File: config.mk
export PLATFORM = sky130hd
export DESIGN_NAME = cu_edge_write_top
export DESIGN_NICKNAME = d
export VERILOG_FILES = /design/src/common/cu_types_pkg.sv /design/src/common/mem_bus_pkg.sv /design/src/edge_write/edge_write_command_gen.sv /design/src/edge_write/write_command_buffer.sv /design/src/source/cu_edge_write_top.sv /design/src/source/cu_write_control.sv /design/src/source/wb_write_master.sv
export VERILOG_INCLUDE_DIRS = /design/src /design/src/common
export SDC_FILE = /design/constraint.sdc
export NUM_CORES = 2
export LEC_CHECK = 0
export BUFFER_PORTS_ARGS = -buffer_cell sky130_fd_sc_hd__buf_2
export CAP_MARGIN = 20
export CORE_MARGIN = 2
export CORE_UTILIZATION = 35
export CTS_CLUSTER_SIZE = 24
export DETAILED_ROUTE_END_ITERATION = 8
export GPL_TIMING_DRIVEN = 0
export PLACE_DENSITY = 0.56
export SLEW_MARGIN = 20
export SYNTH_ARGS = -nofsm -noshare
export SYNTH_HDL_FRONTEND = slang
export SYNTH_SLANG_ARGS = --single-unit
File: constraint.sdc
create_clock -name clock -period 44 [get_ports clock]
set_input_delay 4.4 -clock clock [delete_from_list [all_inputs] [get_ports clock]]
set_output_delay 4.4 -clock clock [all_outputs]
set_load 0.01 [all_outputs]
File: src/common/edge_write_defs.svh
// Width and size macros for the edge write path, included by the packages and the testbench
`ifndef EDGE_WRITE_DEFS_SVH
`define EDGE_WRITE_DEFS_SVH

// Edge result fields
`define EDGE_INDEX_BITS 32
`define EDGE_DATA_BITS 32

// Bytes per edge value written to memory
`define DATA_SIZE_WRITE 4

// One bus word is one cacheline
`define CACHELINE_BYTES 16

// Byte address width on the memory side
`define MEM_ADDR_BITS 32

// Configuration word of the compute unit
`define CONFIG_BITS 32

// Default depth of the write command FIFO
`define CMD_BUFFER_DEPTH 8

`endif

File: src/common/cu_types_pkg.sv
// Compute-unit side types for edge items, configuration and the job base address
package cu_types_pkg;

	`include "edge_write_defs.svh"

	//////////////////////////////////////////////////////////////////////
	// Plain vectors
	//////////////////////////////////////////////////////////////////////

	typedef logic [`EDGE_INDEX_BITS-1:0] edge_index_t;
	typedef logic [`EDGE_DATA_BITS-1:0]  edge_data_t;
	typedef logic [`MEM_ADDR_BITS-1:0]   mem_base_t;
	typedef logic [`CONFIG_BITS-1:0]     cu_config_t;

	//////////////////////////////////////////////////////////////////////
	// Configuration word layout
	//////////////////////////////////////////////////////////////////////

	// Abort code, see map_abort_mode in mem_bus_pkg
	localparam int CFG_ABORT_LSB = 0;
	localparam int CFG_ABORT_MSB = 2;

	// Set for ordered writes, clear for non-allocating writes
	localparam int CFG_ORDERED_BIT = 4;

	//////////////////////////////////////////////////////////////////////
	// Edge result
	//////////////////////////////////////////////////////////////////////

	// One result from the graph walk
	typedef struct packed {
		logic        valid;
		edge_index_t index;
		edge_data_t  data;
	} edge_write_t;

endpackage

File: src/common/mem_bus_pkg.sv
// Memory side types for write commands, cacheline data, byte selects and cycle tags
package mem_bus_pkg;

	`include "edge_write_defs.svh"

	// Derived sizes
	localparam int WORD_BITS       = `DATA_SIZE_WRITE * 8;
	localparam int DATA_LANES      = `CACHELINE_BYTES / `DATA_SIZE_WRITE;
	localparam int LANE_BITS       = $clog2(DATA_LANES);
	localparam int SIZE_SHIFT      = $clog2(`DATA_SIZE_WRITE);
	localparam int OFFSET_BITS     = $clog2(`CACHELINE_BYTES);
	localparam int ABORT_CODE_BITS = 3;

	typedef logic [`MEM_ADDR_BITS-1:0]     mem_addr_t;
	typedef logic [`CACHELINE_BYTES*8-1:0] cacheline_t;
	typedef logic [`CACHELINE_BYTES-1:0]   byte_sel_t;

	typedef enum logic [2:0] {
		abt_strict     = 3'd0,
		abt_abort      = 3'd1,
		abt_page_fault = 3'd2,
		abt_spec       = 3'd3,
		abt_partial    = 3'd4
	} abort_mode_t;

	typedef enum logic {
		write_na = 1'b0,
		write_ms = 1'b1
	} write_kind_t;

	// Carried on wb_tgc
	typedef struct packed {
		write_kind_t kind;
		abort_mode_t abort_mode;
	} write_tag_t;

	typedef struct packed {
		mem_addr_t  addr;
		cacheline_t data;
		byte_sel_t  sel;
		write_tag_t tag;
	} write_cmd_t;

	// Unknown codes fall back to strict
	function automatic abort_mode_t map_abort_mode(input logic [ABORT_CODE_BITS-1:0] code);
		abort_mode_t mode;
		case (code)
			3'd1:    mode = abt_abort;
			3'd2:    mode = abt_page_fault;
			3'd3:    mode = abt_spec;
			3'd4:    mode = abt_partial;
			default: mode = abt_strict;
		endcase
		return mode;
	endfunction

	// Memory is big endian, edge values arrive little endian
	function automatic logic [WORD_BITS-1:0] swap_bytes(input logic [WORD_BITS-1:0] value);
		logic [WORD_BITS-1:0] swapped;
		for (int i = 0; i < `DATA_SIZE_WRITE; i++) begin
			swapped[i*8 +: 8] = value[(`DATA_SIZE_WRITE-1-i)*8 +: 8];
		end
		return swapped;
	endfunction

endpackage

File: src/edge_write/edge_write_command_gen.sv
// Two-stage generator that turns one edge result into one cacheline write command
`timescale 1ns/1ns

module edge_write_command_gen
	import cu_types_pkg::*;
	import mem_bus_pkg::*;
(
	input  logic        clock,
	input  logic        rstn,
	input  edge_write_t item,
	input  mem_base_t   base,
	input  cu_config_t  config_word,
	output write_cmd_t  cmd,
	output logic        push
);

	// Stage one, latched item
	logic                 item_valid_q;
	edge_index_t          item_index_q;
	edge_data_t           item_data_q;

	// Stage two inputs
	logic [LANE_BITS-1:0] lane;
	mem_addr_t            byte_addr;
	write_cmd_t           cmd_next;

	//////////////////////////////////////////////////////////////////////
	// Input latch
	//////////////////////////////////////////////////////////////////////

	always_ff @(posedge clock or negedge rstn) begin
		if (!rstn) begin
			item_valid_q <= 1'b0;
		end else begin
			item_valid_q <= item.valid;
		end
	end

	always_ff @(posedge clock) begin
		if (item.valid) begin
			item_index_q <= item.index;
			item_data_q  <= item.data;
		end
	end

	//////////////////////////////////////////////////////////////////////
	// Command build
	//////////////////////////////////////////////////////////////////////

	always_comb begin
		// Lane inside the cacheline picked by the low index bits
		lane      = item_index_q[LANE_BITS-1:0];
		byte_addr = base + (mem_addr_t'(item_index_q) << SIZE_SHIFT);

		cmd_next.addr                   = byte_addr;
		cmd_next.addr[OFFSET_BITS-1:0]  = '0;
		cmd_next.sel  = byte_sel_t'({`DATA_SIZE_WRITE{1'b1}}) << (lane * `DATA_SIZE_WRITE);
		cmd_next.data = cacheline_t'(swap_bytes(item_data_q)) << (lane * WORD_BITS);

		cmd_next.tag.kind       = config_word[CFG_ORDERED_BIT] ? write_ms : write_na;
		cmd_next.tag.abort_mode = map_abort_mode(config_word[CFG_ABORT_MSB:CFG_ABORT_LSB]);
	end

	always_ff @(posedge clock or negedge rstn) begin
		if (!rstn) begin
			push <= 1'b0;
		end else begin
			push <= item_valid_q;
		end
	end

	always_ff @(posedge clock) begin
		if (item_valid_q) begin
			cmd <= cmd_next;
		end
	end

endmodule

File: src/edge_write/write_command_buffer.sv
// Circular FIFO of write commands that reports its free space to the control module
`timescale 1ns/1ns

module write_command_buffer
	import mem_bus_pkg::*;
#(
	parameter  int DEPTH      = 8,
	localparam int PTR_BITS   = $clog2(DEPTH),
	localparam int COUNT_BITS = $clog2(DEPTH + 1)
) (
	input  logic                  clock,
	input  logic                  rstn,
	input  logic                  push,
	input  logic                  pop,
	input  write_cmd_t            push_cmd,
	output write_cmd_t            pop_cmd,
	output logic                  empty,
	output logic [COUNT_BITS-1:0] free_count
);

	localparam logic [PTR_BITS-1:0]   LAST_PTR = PTR_BITS'(DEPTH - 1);
	localparam logic [COUNT_BITS-1:0] FULL     = COUNT_BITS'(DEPTH);

	write_cmd_t            mem [DEPTH];
	logic [PTR_BITS-1:0]   wr_ptr;
	logic [PTR_BITS-1:0]   rd_ptr;
	logic [COUNT_BITS-1:0] count;
	logic                  do_push;
	logic                  do_pop;

	// Pushes into a full FIFO and pops from an empty one are dropped
	assign do_push = push && (count != FULL);
	assign do_pop  = pop && (count != '0);

	always_ff @(posedge clock or negedge rstn) begin
		if (!rstn) begin
			wr_ptr <= '0;
			rd_ptr <= '0;
			count  <= '0;
		end else begin
			if (do_push) begin
				wr_ptr <= (wr_ptr == LAST_PTR) ? '0 : wr_ptr + 1'b1;
			end
			if (do_pop) begin
				rd_ptr <= (rd_ptr == LAST_PTR) ? '0 : rd_ptr + 1'b1;
			end
			case ({do_push, do_pop})
				2'b10:   count <= count + 1'b1;
				2'b01:   count <= count - 1'b1;
				default: count <= count;
			endcase
		end
	end

	always_ff @(posedge clock) begin
		if (do_push) begin
			mem[wr_ptr] <= push_cmd;
		end
	end

	// Head of the queue is visible before it is popped
	assign pop_cmd    = mem[rd_ptr];
	assign empty      = (count == '0);
	assign free_count = FULL - count;

endmodule

File: src/source/cu_edge_write_top.sv
// Top level of the edge write path, connecting control, generator, FIFO and bus master
`timescale 1ns/1ns
`include "edge_write_defs.svh"

module cu_edge_write_top
	import cu_types_pkg::*;
	import mem_bus_pkg::*;
#(
	parameter  int DEPTH      = `CMD_BUFFER_DEPTH,
	localparam int COUNT_BITS = $clog2(DEPTH + 1)
) (
	input  logic        clock,
	input  logic        rstn,
	input  logic        enable,
	input  cu_config_t  config_in,
	input  mem_base_t   base_in,
	input  edge_write_t edge_in,
	output logic        edge_ready,
	output logic        wb_cyc,
	output logic        wb_stb,
	output logic        wb_we,
	output mem_addr_t   wb_adr,
	output cacheline_t  wb_dat_w,
	output byte_sel_t   wb_sel,
	output write_tag_t  wb_tgc,
	input  logic        wb_ack
);

	edge_write_t           gen_item;
	cu_config_t            config_word;
	mem_base_t             base;
	write_cmd_t            gen_cmd;
	logic                  gen_push;
	write_cmd_t            buf_cmd;
	logic                  buf_empty;
	logic [COUNT_BITS-1:0] buf_free;
	logic                  pop;
	logic                  start;
	logic                  done;

	cu_write_control #(
		.DEPTH (DEPTH)
	) i_control (
		.clock       (clock),
		.rstn        (rstn),
		.enable      (enable),
		.config_in   (config_in),
		.base_in     (base_in),
		.edge_in     (edge_in),
		.edge_ready  (edge_ready),
		.gen_item    (gen_item),
		.config_word (config_word),
		.base        (base),
		.buf_empty   (buf_empty),
		.buf_free    (buf_free),
		.pop         (pop),
		.start       (start),
		.done        (done)
	);

	edge_write_command_gen i_gen (
		.clock       (clock),
		.rstn        (rstn),
		.item        (gen_item),
		.base        (base),
		.config_word (config_word),
		.cmd         (gen_cmd),
		.push        (gen_push)
	);

	write_command_buffer #(
		.DEPTH (DEPTH)
	) i_buffer (
		.clock      (clock),
		.rstn       (rstn),
		.push       (gen_push),
		.pop        (pop),
		.push_cmd   (gen_cmd),
		.pop_cmd    (buf_cmd),
		.empty      (buf_empty),
		.free_count (buf_free)
	);

	wb_write_master i_master (
		.clock    (clock),
		.rstn     (rstn),
		.start    (start),
		.cmd      (buf_cmd),
		.done     (done),
		.wb_cyc   (wb_cyc),
		.wb_stb   (wb_stb),
		.wb_we    (wb_we),
		.wb_adr   (wb_adr),
		.wb_dat_w (wb_dat_w),
		.wb_sel   (wb_sel),
		.wb_tgc   (wb_tgc),
		.wb_ack   (wb_ack)
	);

endmodule

File: src/source/cu_write_control.sv
// Control for the edge write path: enable, configuration, intake gating and bus sequencing
`timescale 1ns/1ns

module cu_write_control
	import cu_types_pkg::*;
#(
	parameter  int DEPTH      = 8,
	localparam int COUNT_BITS = $clog2(DEPTH + 1)
) (
	input  logic                  clock,
	input  logic                  rstn,
	input  logic                  enable,
	input  cu_config_t            config_in,
	input  mem_base_t             base_in,
	input  edge_write_t           edge_in,
	output logic                  edge_ready,
	output edge_write_t           gen_item,
	output cu_config_t            config_word,
	output mem_base_t             base,
	input  logic                  buf_empty,
	input  logic [COUNT_BITS-1:0] buf_free,
	output logic                  pop,
	output logic                  start,
	input  logic                  done
);

	// New item plus the two still in the generator
	localparam logic [COUNT_BITS-1:0] READY_FREE = COUNT_BITS'(3);

	typedef enum logic [1:0] {
		st_idle,
		st_issue,
		st_wait
	} state_t;

	state_t state;
	state_t state_next;
	logic   enabled;

	//////////////////////////////////////////////////////////////////////
	// Enable and configuration
	//////////////////////////////////////////////////////////////////////

	always_ff @(posedge clock or negedge rstn) begin
		if (!rstn) begin
			enabled     <= 1'b0;
			config_word <= '0;
			base        <= '0;
		end else begin
			enabled <= enable;
			if (enabled) begin
				// All-zero word keeps the previous settings
				if (|config_in) begin
					config_word <= config_in;
				end
				base <= base_in;
			end
		end
	end

	//////////////////////////////////////////////////////////////////////
	// Intake
	//////////////////////////////////////////////////////////////////////

	assign edge_ready = enabled && (buf_free >= READY_FREE);

	always_comb begin
		gen_item       = edge_in;
		gen_item.valid = edge_in.valid && edge_ready;
	end

	//////////////////////////////////////////////////////////////////////
	// Bus sequencing
	//////////////////////////////////////////////////////////////////////

	always_ff @(posedge clock or negedge rstn) begin
		if (!rstn) begin
			state <= st_idle;
		end else begin
			state <= state_next;
		end
	end

	always_comb begin
		state_next = state;
		case (state)
			st_idle: begin
				if (!buf_empty) begin
					state_next = st_issue;
				end
			end
			st_issue: state_next = st_wait;
			st_wait: begin
				if (done) begin
					state_next = st_idle;
				end
			end
			default: state_next = st_idle;
		endcase
	end

	// Master takes the head entry on the same edge that pops it
	assign pop   = (state == st_issue);
	assign start = (state == st_issue);

endmodule

File: src/source/wb_write_master.sv
// Wishbone classic master that performs one single write per start pulse
`timescale 1ns/1ns

module wb_write_master
	import mem_bus_pkg::*;
(
	input  logic       clock,
	input  logic       rstn,
	input  logic       start,
	input  write_cmd_t cmd,
	output logic       done,
	output logic       wb_cyc,
	output logic       wb_stb,
	output logic       wb_we,
	output mem_addr_t  wb_adr,
	output cacheline_t wb_dat_w,
	output byte_sel_t  wb_sel,
	output write_tag_t wb_tgc,
	input  logic       wb_ack
);

	logic active;

	// Bus cycle state
	always_ff @(posedge clock or negedge rstn) begin
		if (!rstn) begin
			active <= 1'b0;
		end else if (active && wb_ack) begin
			active <= 1'b0;
		end else if (start) begin
			active <= 1'b1;
		end
	end

	// Command held for the whole cycle
	always_ff @(posedge clock) begin
		if (start && !active) begin
			wb_adr   <= cmd.addr;
			wb_dat_w <= cmd.data;
			wb_sel   <= cmd.sel;
			wb_tgc   <= cmd.tag;
		end
	end

	// Writes only, so all three strobes move together
	assign wb_cyc = active;
	assign wb_stb = active;
	assign wb_we  = active;

	assign done = active && wb_ack;

endmodule

======== Yosys cells after proc, flatten, opt, wreduce, memory -nomap -nowiden ========
Memories as Yosys holds them, arrays and structs flattened. A register that Yosys moved wholly into a read port is not among the register bits.
Index checks and enable logic that the tools add are counted.
cells by class
  add/subtract/negate cells ............... 6
  $lt $le $gt $ge ......................... 1
  equal/unequal tests ..................... 13
  shifts and indexed selects .............. 2
  muxes and demuxes ....................... 12
  reduce and logical (&&, ||, !) cells .... 15
operators with widths
  cell                                                                   number
  32-bit by 7-bit << shifter with 128-bit output                         1
  32-bit adder                                                           1
  32-bit OR reduction                                                    1
  4-bit by 4-bit << shifter with 16-bit output, first input constant     1
  3-bit one-hot mux with 4 select lines                                  1
  3-bit equality test, second input constant                             3
  4-bit one-hot mux with 2 select lines                                  1
  3-bit by 1-bit adder with 3-bit output, second input constant          2
  3-bit by 2-bit equality test with 1-bit output, second input constant  2
  1-bit logical AND                                                      6
  3-bit two-way mux                                                      2
  2-bit one-hot mux with 3 select lines                                  1
  1-bit two-way mux                                                      5
  4-bit by 1-bit adder with 4-bit output, second input constant          1
  2-bit by 1-bit equality test with 1-bit output, second input constant  2
  2-bit equality test, second input constant                             2
  4-bit by 2-bit >= comparator with 1-bit output, second input constant  1
  4-bit logical NOT                                                      1
  2-bit two-way mux                                                      2
  2-bit != test, second input constant                                   2
  4-bit != test, second input constant                                   1
  2-bit AND reduction                                                    2
  2-bit nonzero test                                                     2
  4-bit nonzero test                                                     1
  other kinds (5)                                                        5
storage, ports and cells
  register bits after elaboration ......... 323
  RAM bits ................................ 1408
  input bits .............................. 133
  output and inout bits ................... 184
  word-level logic and storage cells ...... 68
  memories ................................ 1
memory list
  memory        depth  width  read ports  clocked after memory_dff  write ports  line                        text
  i_buffer.mem  8      176    1           1                         1            write_command_buffer.sv:24  write_cmd_t mem [DEPTH];

======== Longest topological paths before layout ========
  word-level depth ........................ 4
  mapped depth ............................ 10
  depth with buffers taken out ............ 10

======== Cells and area by module ========
From an unflattened synthesis, not the netlist that was laid out.
second synthesis, totals
  cells, all modules ...................... 3153
  area, all modules ....................... 72567.1 um2
modules (own cells, without submodules)
  module                  instances  cells each  area each (um2)
  write_command_buffer    1          2153        54671.2
  edge_write_command_gen  1          592         9248.9
  wb_write_master         1          187         5472.7
  cu_write_control        1          221         3174.3

======== Worst setup path before layout ========
Ideal clock, no wire load.
  path kind ............................... register to register
  from .................................... register i_buffer.count[1]
  to ...................................... memory i_buffer.mem[0][0] (netlist bit) (enable)
  arrival time ............................ 16.187 ns
  data required time ...................... 42.910 ns
  setup slack ............................. 26.724 ns
  stages on the path, launching flop included .. 5
  cell sequence ........................... dfrtp_1 -> nor3_1 -> nand2_1 -> nand2_1 -> nor4_1
between the ends
  word-level cells in the longest chain between the ends .. 4
ends and longest elaborated chain
  element                                  line                        text
  from (decl)                              write_command_buffer.sv:27  logic [COUNT_BITS-1:0] count;
  from (signal assigned)                   write_command_buffer.sv:48  2'b10: count <= count + 1'b1;
  from (signal assigned)                   write_command_buffer.sv:49  2'b01: count <= count - 1'b1;
  from (signal assigned)                   write_command_buffer.sv:50  default: count <= count;
  4-bit != test                            write_command_buffer.sv:32  assign do_push = push && (count != FULL);
  1-bit logical AND                        write_command_buffer.sv:32
  1-bit two-way mux                        write_command_buffer.sv:56  if (do_push) begin
  1-bit two-way mux (not written as such)  write_command_buffer.sv:57  mem[wr_ptr] <= push_cmd;
  to (decl)                                write_command_buffer.sv:24
Every way passes these cells.

======== Worst setup path after layout ========
  from .................................... register i_control.enabled
  to ...................................... output port edge_ready
between the ends
  word-level cells in the longest chain between the ends .. 1
ends and longest elaborated chain
  element                 line                     text
  from (decl)             cu_write_control.sv:38   logic enabled;
  from (signal assigned)  cu_write_control.sv:50   enabled <= enable;
  1-bit logical AND       cu_write_control.sv:65   assign edge_ready = enabled && (buf_free >= READY_FREE);
  to (decl)               cu_edge_write_top.sv:18  output logic edge_ready,
Every way passes these cells.

==> parameters.txt <==
Parameter                              Value

Timing
  Fin crit share    14.3%
  Post-Route Setup TNS    0 ps
  Highest achievable clock rate    159 MHz
  Final Critical Period    approximately 6300 ps
  Number of slew-limit violations in the final report    0
  Post-route clock skew    70.8 ps
  Slew at the pin closest to its max-slew limit    1100 ps
  Worst slew margin relative to its limit    about a quarter
  RSZ-0062 raised after global routing    false
  Count of endpoints failing hold in the final timing report    0
  Number of endpoints failing setup at the final stage    0

Floorplan
  IO Pins    about 320
  Core Rows    between 150 and 200
  Die span in y    roughly 440 um
  Die extent in x    ~440 um
  Core region area    approximately 190000 sq um
  Area enclosed by the die boundary    between 150000 and 200000 sq um
  Initial core utilization    between 30% and 40%

Clock tree
  Number of gates resized after cts    0
  Max Root-Sink Buffers    3
  Library cell used as clock root buffer    clkbuf_16
  Buffers inserted by post-CTS timing repair    0
  CTS buffer count    approximately 180
  Clock transition at the registers of the reported paths    around 60 ps
  Max H-tree Level    4
  CTS Hold Bufs    0
  Clock tree from TritonCTS    built
  Clock network latency to the later pin of the worst-skew pair    roughly 850 ps
  Sinks on Clock Net    around 1800

Global routing
  Overall routing resource usage    between 15 and 20%
  Antenna violations before repair    25
  Wire length of the first global-routing pass    around 230000 um
  GR Layer Usage met3    3.13%
  Met1 global-route usage    between 20% and 30%
  Via count of the first global-routing pass    just over 30000
  Routing usage on met2    between 20% and 30%
  Maximum number of pins on one net before global-route repair    about 50
  GRT busiest layer    met2
  Aggregate global routing overflow    0

Final layout
  Area occupied by registers    around 52000 sq um
  Commonest non-fill, non-tap cell in the layout    edfxtp_1
  Fraction of layout instances using a drive strength above 1    between 30% and 40%
  Area taken by multi-input logic gates    between 10000 and 15000 sq um
  Most frequent cells in the layout    1702 x edfxtp_1, 365 x buf_2, 328 x mux4_2
  Fin nets    3677
  Number of standard cells in the final layout excluding fillers    slightly above 6000
  Count of filler cells inserted in the layout    approximately 16000
  P&R area growth vs syn    19.5%

Synth
  Area share of and/or/nand/nor cells after synthesis    under 10%
  Average footprint of a synthesized cell    23.2 sq um
  Number of different library cells in the post-synthesis netlist    53
  Portion of netlist area occupied by mux cells    14.8%
  Async set or reset register ratio after synthesis    under 10%
  Dominant combinational cell family by area after synthesis    multiplexers
  Cell count after synthesis    about 2800
  Total of flip-flops plus latches after synthesis    1752
  Leading register cell type out of synthesis    edfxtp_1
  Synth Area in Compound Gates    less than 1%
  Netlist area before placement    65400 sq um
  Adder-cell share of the synthesized area    less than 1%
  EDFF count, synth    roughly 1700
  Sequential fraction of the synthesis area    about 80%
  Number of warnings reported in the yosys synthesis log    0
  Synthesized-area fraction occupied by xor and xnor cells    less than 1%

Power
  Power density cells    62.0 nW/um^2
  Max rail drop VDD    ~36 uV
  Leakage component of the power    between 0.02 and 0.03 uW

Placement
  Number of placed cells counting well taps    ~5800
  Final weighted congestion of routability-driven global placement    0.717
  Half-perimeter wire length after placement    between 100000 and 150000 um
  Number of buffer cells added on primary ports    308

Routing
  Number of DRC markers in iteration 0    roughly 2700
  Post-route ant nets    0
  Drt wl/cell    25.6 um
  Total detailed-routing wirelength    around 160000 um
  Vias after detailed routing    between 30000 and 40000
  Total DRC errors in the routed layout    0
  Detailed-router iteration count before antenna repair    5
  Avg Vias per Cell    just under 5

Setup path
  CP Data Arrival Time    between 1500 and 2000 ps
  Required time worst endpoint    39600 ps
  Worst setup SP type    flop
  Worst Path Max Fanout    5
  CP Class    reg -> out
  Worst setup EP type    output pin

Job
  MaxCap Viol Count    0

Run status
  Run status    complete, no violations

Min path
  Classification of the worst-slack hold path    reg -> reg
-- registers in the layout, indices dropped and copies added, names as in the netlist, 4 cells and up --
register,flops
i_gen.item_index_q,30
i_master.wb_dat_w,128
i_buffer.count,4
i_control.config_word,4
i_gen.cmd,164
i_control.base,30
i_master.wb_sel,4
i_master.wb_tgc,4
i_buffer.mem,1312
i_gen.item_data_q,32
i_master.wb_adr,28
-- cell type report --
class                      instances  area share, %
multi-input combinational        924           15.9
inverter                           7         0.0336
tap                             2480           3.97
clock buffer                     223           6.08
clock inverter                   115           1.28
sequential                      1752           67.0
antenna                           21         0.0673
timing repair buffer             505           4.81
buffer                           134          0.798
-- cells in the mapped netlist (all sizes together), types with 4 or more instances --
| library cell | instances | share of area, % |
|---|---|---|
| a31oi | 4 | 0.061 |
| dfrtp | 50 | 1.9 |
| inv | 7 | 0.040 |
| nand2 | 25 | 0.14 |
| xor2 | 15 | 0.20 |
| nor3 | 11 | 0.084 |
| mux2 | 203 | 3.5 |
| o21ai | 20 | 0.16 |
| nand4 | 6 | 0.057 |
| a21o | 15 | 0.17 |
| o21a | 5 | 0.057 |
| mux4 | 328 | 11 |
| nor2b | 6 | 0.057 |
| ha | 35 | 0.67 |
| nor4 | 10 | 0.096 |
| nor2 | 21 | 0.12 |
| edfxtp | 1702 | 78 |
| a21oi | 25 | 0.19 |
| and3 | 36 | 0.35 |
| xnor2 | 16 | 0.21 |
| and2 | 102 | 0.98 |
| buf | 61 | 0.52 |
| clkbuf | 73 | 0.42 |
-- path summary, 6_finish.rpt --
path                                           startpoint                             end  slack [ps]  depth (start not counted)
setup / recovery              i_control.enabled$_DFF_PN0_                      edge_ready       37730                          3
hold / removal             i_control.state[1]$_DFFE_PN0P_  i_control.state[0]$_DFFE_PN0P_         460                          1
setup reg to reg            i_buffer.count[1]$_DFFE_PN0P_   i_buffer.mem[0][99]$_DFFE_PP_       40270                         14
hold reg to reg            i_control.state[1]$_DFFE_PN0P_  i_control.state[0]$_DFFE_PN0P_         460                          1
max in group asynchronous                            rstn    i_gen.item_valid_q$_DFF_PN0_       39790                          1
min in group asynchronous                            rstn  i_control.state[0]$_DFFE_PN0P_        3630                          1
-- worst max-delay path, cell delays in order, from the launching register on --
cell and delay, ps:
dfrtp_1 500, o21ai_0 140, a21oi_1 230, buf_2 180
-- metal layers --
| metal | wire length (um) | share of wire, % |
|---|---|---|
| met1 | 65700 | 42 |
| met5 | 0 | 0 |
| met3 | 9970 | 6.3 |
| met4 | 3470 | 2.2 |
| met2 | 78800 | 50 |
-- stage by stage --
step                setup WS, ps  util, %  power [uW]  instance area, sq um  hold WS, ps
finish                     37730     42.1        4850                 78100          457
global route               37550     42.1        5060                 78100          485
CTS                        37600     42.1        4940                 78100          459
detailed placement         38060     39.0        3460                 72300          452
global placement            7860     37.8        3510                 70000          437
floorplan                  26720        -        2980                 65400          419
-- where the power goes --
part	internal, uW	leakage [uW]	switching, uW
clock network	803	0.00277	664
registers	2110	0.0161	105
logic	530	0.00699	636
total	3440	0.0259	1410
-- logic make-up (layout without fill, tap and decap cells) --
group                    Yosys count  count (layout)
other                              1              25
XOR/XNOR                          31              31
buffers and inverters            141             984
multiplexers                     534             534
adder cells (fa/ha/maj)           36              36
flip-flops                      1752            1752
AO/OA/AOI/OAI                     88              88
AND/OR/NAND/NOR                  231             231
Note: power is estimated with default switching activity, not from simulation.
